--- src/hdl/win_geom_pkg.sv ---
package win_geom_pkg;

    // ******************************
    // Image size
    // ******************************
    localparam int ROWS = 11;                   // Image height.
    localparam int COLS = 11;                   // Image width.

    // ******************************
    // Kernel size
    // ******************************
    localparam int KSIZE = 9;                   // Window side.
    localparam int KHALF = KSIZE / 2;           // Taps on each side of the centre.

    // Flush beats push the last columns through the window.
    localparam int BAND_BEATS = COLS + KHALF;

    // ******************************
    // Widths
    // ******************************
    localparam int ROW_W = $clog2(ROWS);        // Band row counter.
    localparam int COL_W = $clog2(BAND_BEATS);  // Beat counter and centre column.

    localparam int PIX_W = 8;                   // Bits per pixel.

endpackage

--- src/hdl/win_stream_pkg.sv ---
package win_stream_pkg;

    // ******************************
    // Payload types
    // ******************************

    // One pixel word.
    typedef logic [win_geom_pkg::PIX_W-1:0] pixel_t;

    // Column slice of one band, px[0] is the top row r-4.
    typedef struct packed {
        pixel_t [win_geom_pkg::KSIZE-1:0] px;
    } column_t;

    // Full window, element 0 is the leftmost column c-4.
    typedef column_t [win_geom_pkg::KSIZE-1:0] window_t;

    // ******************************
    // Sideband types
    // ******************************

    // Centre of a window.
    typedef struct packed {
        logic [win_geom_pkg::ROW_W-1:0] row;
        logic [win_geom_pkg::COL_W-1:0] col;
    } pos_t;

    // Centre lies within KHALF of an image border.
    typedef struct packed {
        logic top;                              // r < KHALF.
        logic bottom;                           // r > ROWS-1-KHALF.
        logic left;                             // c < KHALF.
        logic right;                            // c > COLS-1-KHALF.
    } edge_t;

endpackage

--- src/hdl/window_ctrl.sv ---
`timescale 1ns/100ps

module window_ctrl (
    input  logic                  clk,
    input  logic                  rst,
    input  logic                  in_valid_i,
    input  logic                  out_ready_i,
    output logic                  in_ready_o,
    output logic                  shift_en_o,
    output logic                  out_valid_o,
    output logic                  frame_done_o,
    output win_stream_pkg::pos_t  pos_o,
    output win_stream_pkg::edge_t edges_o
);
    import win_geom_pkg::*;
    import win_stream_pkg::*;

    logic             in_xfer;
    logic             out_xfer;
    logic             beat_wrap;
    logic             win_ready;
    logic [COL_W-1:0] beat_q;
    logic [ROW_W-1:0] row_q;
    logic [COL_W-1:0] col_c;
    logic             out_valid_q;
    logic             frame_done_q;
    pos_t             pos_q;
    edge_t            edges_q;
    edge_t            edges_c;

    // ******************************
    // Handshake
    // ******************************
    assign in_ready_o = !out_valid_q || out_ready_i;   // Output slot free after this cycle.
    assign in_xfer    = in_valid_i && in_ready_o;
    assign out_xfer   = out_valid_q && out_ready_i;
    assign shift_en_o = in_xfer;

    assign beat_wrap = (beat_q == COL_W'(BAND_BEATS - 1));
    assign win_ready = (beat_q >= COL_W'(KHALF));      // Priming beats done.

    // ******************************
    // Band position
    // ******************************
    always_ff @(posedge clk) begin
        if (rst) begin
            beat_q <= '0;
            row_q  <= '0;
        end else if (in_xfer) begin
            if (beat_wrap) begin
                beat_q <= '0;
                if (row_q == ROW_W'(ROWS - 1)) begin
                    row_q <= '0;
                end else begin
                    row_q <= row_q + 1'b1;
                end
            end else begin
                beat_q <= beat_q + 1'b1;
            end
        end
    end

    // Beat j completes the window centred on column j-KHALF.
    assign col_c = beat_q - COL_W'(KHALF);

    assign edges_c.top    = (row_q < ROW_W'(KHALF));
    assign edges_c.bottom = (row_q > ROW_W'(ROWS - 1 - KHALF));
    assign edges_c.left   = (col_c < COL_W'(KHALF));
    assign edges_c.right  = (col_c > COL_W'(COLS - 1 - KHALF));

    // ******************************
    // Output slot
    // ******************************
    always_ff @(posedge clk) begin
        if (rst) begin
            out_valid_q <= 1'b0;
        end else if (in_xfer && win_ready) begin
            out_valid_q <= 1'b1;
        end else if (out_ready_i) begin
            out_valid_q <= 1'b0;                       // Drained, nothing new.
        end
    end

    always_ff @(posedge clk) begin
        if (in_xfer && win_ready) begin
            pos_q.row <= row_q;
            pos_q.col <= col_c;
            edges_q   <= edges_c;
        end
    end

    // Last window of the frame has left.
    always_ff @(posedge clk) begin
        if (rst) begin
            frame_done_q <= 1'b0;
        end else begin
            frame_done_q <= out_xfer && (pos_q.row == ROW_W'(ROWS - 1)) &&
                            (pos_q.col == COL_W'(COLS - 1));
        end
    end

    assign out_valid_o  = out_valid_q;
    assign frame_done_o = frame_done_q;
    assign pos_o        = pos_q;
    assign edges_o      = edges_q;

    // ******************************
    // Checks
    // ******************************
    a_out_hold: assert property (
        @(posedge clk) disable iff (rst)
        out_valid_o && !out_ready_i |=> out_valid_o && $stable(pos_o)
    ) else $error("window_ctrl: output dropped or changed under back-pressure");

    a_beat_range: assert property (
        @(posedge clk) disable iff (rst)
        beat_q < COL_W'(BAND_BEATS)
    ) else $error("window_ctrl: beat counter out of range");

endmodule

--- src/hdl/column_window.sv ---
`timescale 1ns/100ps

module column_window (
    input  logic                    clk,
    input  logic                    rst,
    input  logic                    shift_en_i,
    input  win_stream_pkg::column_t col_i,
    output win_stream_pkg::window_t win_o
);
    import win_stream_pkg::*;

    window_t win_q;

    // ******************************
    // Column shift register
    // ******************************
    // Oldest column sits at index 0, the new slice enters at the top index.
    always_ff @(posedge clk) begin
        if (rst) begin
            win_q <= '0;
        end else if (shift_en_i) begin
            for (int k = 0; k < $high(win_q); k++) begin
                win_q[k] <= win_q[k+1];             // Move one column left.
            end
            win_q[$high(win_q)] <= col_i;           // Newest column.
        end
    end

    assign win_o = win_q;

    // ******************************
    // Checks
    // ******************************
    a_hold_no_shift: assert property (
        @(posedge clk) disable iff (rst)
        !shift_en_i |=> $stable(win_o)
    ) else $error("column_window: window changed without a shift");

endmodule

--- src/hdl/border_mask.sv ---
`timescale 1ns/100ps

module border_mask (
    input  win_stream_pkg::window_t win_i,
    input  win_stream_pkg::pos_t    pos_i,
    input  win_stream_pkg::edge_t   edges_i,
    output win_stream_pkg::window_t win_o
);
    import win_geom_pkg::*;
    import win_stream_pkg::*;

    logic [KSIZE-1:0] row_out;                  // Tap row lies outside the image.
    logic [KSIZE-1:0] col_out;                  // Tap column lies outside the image.

    // ******************************
    // Row rule
    // ******************************
    // The edge flag is false for interior centres, so no compare is needed there.
    for (genvar dr = 0; dr < KSIZE; dr++) begin : g_row
        if (dr < KHALF) begin : g_above
            assign row_out[dr] = edges_i.top && (pos_i.row < ROW_W'(KHALF - dr));
        end else if (dr > KHALF) begin : g_below
            assign row_out[dr] = edges_i.bottom &&
                                 (pos_i.row > ROW_W'(ROWS - 1 - (dr - KHALF)));
        end else begin : g_centre
            assign row_out[dr] = 1'b0;          // Centre row is always inside.
        end
    end

    // ******************************
    // Column rule
    // ******************************
    for (genvar dc = 0; dc < KSIZE; dc++) begin : g_col
        if (dc < KHALF) begin : g_left
            assign col_out[dc] = edges_i.left && (pos_i.col < COL_W'(KHALF - dc));
        end else if (dc > KHALF) begin : g_right
            assign col_out[dc] = edges_i.right &&
                                 (pos_i.col > COL_W'(COLS - 1 - (dc - KHALF)));
        end else begin : g_centre
            assign col_out[dc] = 1'b0;
        end
    end

    // ******************************
    // Tap masking
    // ******************************
    // Stale columns of the last band and flush columns land in col_out taps.
    for (genvar dc = 0; dc < KSIZE; dc++) begin : g_tap_col
        for (genvar dr = 0; dr < KSIZE; dr++) begin : g_tap_row
            assign win_o[dc].px[dr] = (row_out[dr] || col_out[dc]) ? '0 : win_i[dc].px[dr];
        end
    end

endmodule

--- src/hdl/window_gen_top.sv ---
`timescale 1ns/100ps

module window_gen_top (
    input  logic                    clk,
    input  logic                    rst,
    input  logic                    in_valid_i,
    input  logic                    out_ready_i,
    input  win_stream_pkg::column_t col_i,
    output logic                    in_ready_o,
    output logic                    out_valid_o,
    output logic                    frame_done_o,
    output win_stream_pkg::window_t win_o,
    output win_stream_pkg::pos_t    pos_o
);
    import win_stream_pkg::*;

    logic    shift_en;
    pos_t    pos;
    edge_t   edges;
    window_t win_raw;

    // ******************************
    // Control
    // ******************************
    window_ctrl ctrl_i (
        .clk          (clk),
        .rst          (rst),
        .in_valid_i   (in_valid_i),
        .out_ready_i  (out_ready_i),
        .in_ready_o   (in_ready_o),
        .shift_en_o   (shift_en),
        .out_valid_o  (out_valid_o),
        .frame_done_o (frame_done_o),
        .pos_o        (pos),
        .edges_o      (edges)
    );

    // ******************************
    // Datapath
    // ******************************
    column_window window_i (
        .clk        (clk),
        .rst        (rst),
        .shift_en_i (shift_en),
        .col_i      (col_i),
        .win_o      (win_raw)
    );

    border_mask mask_i (
        .win_i   (win_raw),
        .pos_i   (pos),
        .edges_i (edges),
        .win_o   (win_o)                        // Zero latency.
    );

    assign pos_o = pos;

endmodule

--- config.mk ---
export PLATFORM = sky130hd
export DESIGN_NAME = window_gen_top
export DESIGN_NICKNAME = d
export VERILOG_FILES = /design/src/hdl/win_geom_pkg.sv /design/src/hdl/win_stream_pkg.sv /design/src/hdl/window_ctrl.sv /design/src/hdl/column_window.sv /design/src/hdl/border_mask.sv /design/src/hdl/window_gen_top.sv
export SDC_FILE = /design/constraint.sdc
export NUM_CORES = 2
export LEC_CHECK = 0
export BUFFER_PORTS_ARGS = -buffer_cell sky130_fd_sc_hd__buf_2
export CORE_AREA = 2 2 283 285
export CTS_CLUSTER_SIZE = 40
export DETAILED_ROUTE_END_ITERATION = 7
export DIE_AREA = 0 0 285 287
export PLACE_DENSITY = 0.6
export SLEW_MARGIN = 20
export SYNTH_ARGS = -nofsm -noshare
export SYNTH_HDL_FRONTEND = slang
export SYNTH_SLANG_ARGS = --single-unit
--- constraint.sdc ---
create_clock -name clk -period 2.2 [get_ports clk]
set_input_delay 0.55 -clock clk [delete_from_list [all_inputs] [get_ports clk]]
set_output_delay 0.55 -clock clk [all_outputs]
set_load 0.005 [all_outputs]
==> impl_metrics.csv <==
group,metric,value,unit
synth,synth_most_common_cell,"nand2_1",
run,cap_violations,0,
floorplan,rows,103,
global_routing,grt_pass1_wl,157.6,mm
timing,rsz0062_at_grt,"yes",
min_path,holdPathEnd,"window_i.win_o[585]",
routing,postRouteAntennaNets,0,
worst_setup_path,crit_fanout,7,
routing,via_per_inst,5.152,
global_routing,antenna_found_initial,3,
synth,ys_warn_count,0,
synth,synthCells,3683,
synth,synth_top_area_share,47.49,%
clock_network,cts-root-buf,"clkbuf_16",
placement,hpwl,73.87,mm
synth,synthArstFlopShare,0,%
synth,synth_top_flop_cell,"dfxtp_1",
clock_network,ctsHoldBuffers,0,
routing,wire_per_inst,21.37,microns
power_and_ir_drop,p_total,26.40,mW
synth,yosysTopAreaCell,"dfxtp_1",
timing,period_needed,3.034,ns
worst_setup_path,worstSetupEndpointType,"output pin",
synth,synth.distinct_cells,41,
synth,synth-edff-count,12,
power_and_ir_drop,internal-power,20.02,mW
clock_network,cts.reportedPaths.clkPinSlew,0.06,ns
timing,slew_violations,0,
floorplan,core_region_area,78610,sq um
worst_setup_path,r2r_cells,5,
global_routing,grt-ovfl-total,0,
worst_setup_path,reg2reg_slack,0.56,ns
placement,gp_congestion,0.8914,
status,status,"finished with violations",
routing,drt_wl_total,117.2,mm
global_routing,grt_pass1_vias,24761,
clock_network,cts_tree,"built",
timing,min_period_over_period,137.9,%
status,violations,"setup timing",
placement,portBuffers,734,
clock_network,cts_max_level,3,
floorplan,die_w,285,microns
power_and_ir_drop,p_comb_share,5.2,%
worst_setup_path,crit_type,"reg -> out",
routing,drt_iter0_markers,2405,
min_path,hold_path_depth,3,
worst_setup_path,start_kind,"register",
synth,syn_area,27740,sq um
worst_setup_path,cp.arrival,2.48,ns
timing,relSlewSlack,62.90,%
clock_network,clkSinkCount,670,
cells_and_area,num-fill-cells,7756,
power_and_ir_drop,p_per_area,677.7,nW/um^2
min_path,holdCritStartpoint,"col_i[9]",
routing,firstDrtPassIters,7,
worst_setup_path,crit_required,1.65,ns
power_and_ir_drop,vdd_drop_max,0.5318,mV
cells_and_area,area_delta_synth_final,40.43,%
floorplan,die-area,81800,sq um
clock_network,clock_path_buffers,3,
clock_network,clock_latency,0.62,ns
power_and_ir_drop,switching_share,24.15,%
floorplan,io_pins,735,
floorplan,start_util,35.28,%
worst_setup_path,worstReg2RegEnd,"window_i.win_o[194]",
timing,max_freq,0.3296,GHz
power_and_ir_drop,power_switching,6.376,mW
synth,synth-seq-cells,670,
synth,syn_area_per_cell,7.531,sq um
power_and_ir_drop,p_clk_share,47.6,%
timing,worst_pin_slew,0.5566,ns
synth,syn_nets,3763,
clock_network,cts_buffers,75,
routing,drc,0,
synth,ys_top_cells_by_area,"dfxtp_1, nand2_1, a21oi_1, and3_1, and2_1",
power_and_ir_drop,p_seq_share,47.2,%
synth,synthTopCellsByCount,"nand2_1, dfxtp_1, a21oi_1",
timing,finClkSkew,0.02344,ns
timing,hold_viol,0,
cells_and_area,drive_gt1_share,28.20,%
floorplan,die_h,287,microns
synth,ys_seq_area_share,48.79,%
power_and_ir_drop,p_leak,17.41,nW
worst_setup_path,reg2reg_from,"ctrl_i.out_valid_o",
timing,worst_slack,-0.8338,ns
global_routing,grt_util_all_layers,24.78,%
cells_and_area,final_nets,4456,
min_path,hp-class,"in -> reg",
routing,num_vias,28257,
timing,setup_viol,640,
global_routing,grt_max_degree,123,
placement,place_worst_setup_slack,-0.2960,ns
[power groups by stage]
stage	Clock (mW)	Sequential (mW)	Combinational, mW
after floorplan	0	12.7	0.777
after global placement	0	12.7	1.29
after detailed placement	0	12.7	1.30
after CTS	12.8	12.5	1.31
after global routing	13.3	12.5	1.47
final	12.6	12.5	1.36
[final cells by class]
| cell class | count | area (sq um) | area share (%) |
|---|---|---|---|
| Antenna cell | 3 | 7.507 | 0.01927 |
| Clock buffer | 108 | 2152 | 5.525 |
| Clock inverter | 25 | 289.0 | 0.7420 |
| Inverter | 3 | 11.26 | 0.02891 |
| Multi-Input combinational cell | 2673 | 13620 | 34.97 |
| Sequential cell | 670 | 13530 | 34.74 |
| Tap cell | 1050 | 1314 | 3.373 |
| Timing Repair Buffer | 953 | 8025 | 20.60 |
[metal layers]
layer  part of all wire (%)  track usage, %  wire (microns)  vias up
li1                       -               -               -    13523
met1                     43           33.99           49850    13291
met2                     45           38.07           53050     1157
met3                    6.6           4.071            7730      286
met4                    5.6           11.61            6602        0
met5                      0               0               0        -
[registers in the layout (all words and copies together), names as in the netlist]
register	cells
ctrl_i.edges_o	4
ctrl_i.pos_o	8
window_i.win_o	648
ctrl_i.beat_q	4
ctrl_i.row_q	4
ctrl_i.out_valid_o	1
ctrl_i.frame_done_o	1
[critical path, stage by stage (launching register included)]
cell and delay (ns):
edfxtp_1 0.42, or4b_4 0.56, or2_4 0.30, buf_12 0.15
clkbuf_16 0.16, and3_4 0.17, buf_6 0.11
[stage by stage]
stage               hold WS, ns  TNS, ns  util, %  instances  cell area, sq um
global placement         0.4381   -46.43    42.20       5258             33170
global route             0.1332  -483.46    49.54       5483             38950
detailed placement       0.4423   -56.26    42.20       5258             33170
floorplan                0.4064   -1.865        -       3683             27930
finish                   0.1566  -434.08    49.55       5485             38950
CTS                      0.1135  -437.35    46.38       5421             36460
[logic make-up after synthesis]
group                      synth area share [%]
xor gates and xnor gates                0.09474
AOI/OAI and AO/OA                         12.13
buffers and inverters                     5.539
DFF                                       48.79
adders and majority gates                0.1804
and+or+nand+nor                           33.23
muxes                                   0.03609
[how the worst max path moves through the flow]
stage               startpoint         end  slack, ns
2_1_floorplan  ctrl_i.pos_o[3]  win_o[216]      -0.02
3_3_place_gp   ctrl_i.pos_o[5]  win_o[599]      -0.27
3_5_place_dp   ctrl_i.pos_o[5]  win_o[599]      -0.30
4_1_cts        ctrl_i.pos_o[5]  win_o[600]      -0.86
5_1_grt        ctrl_i.pos_o[7]  win_o[531]      -0.90
6_report       ctrl_i.pos_o[7]  win_o[531]      -0.83
[cells in the final DEF (no fill, tap or decap), types with 4 or more instances in the layout]
cell | netlist | final
dfxtp_1 | 658 | 658
and2b_1 | 8 | 8
buf_8 | 0 | 6
nor2_1 | 8 | 7
clkbuf_16 | 0 | 106
nand3_1 | 5 | 5
nand2_1 | 1310 | 1303
a21oi_1 | 655 | 655
clkbuf_1 | 232 | 19
buf_12 | 0 | 67
edfxtp_1 | 12 | 12
buf_6 | 16 | 156
ha_1 | 4 | 4
buf_4 | 8 | 79
buf_2 | 82 | 597
and3_1 | 487 | 340
and2_4 | 0 | 14
and2_1 | 155 | 142
clkinv_2 | 0 | 10
and3_4 | 0 | 147
clkbuf_8 | 0 | 13
buf_16 | 0 | 16
[repair_timing]
item | in CTS | in global routing
setup endpoints to repair | 640 | 641
pin swaps | 7 | 19
setup buffers | 16 | 20
cloned | 14 | 45
gates resized for setup | 65 | 275
hold endpoints to repair | 0 | 0
(Power assumes the default switching activity.)
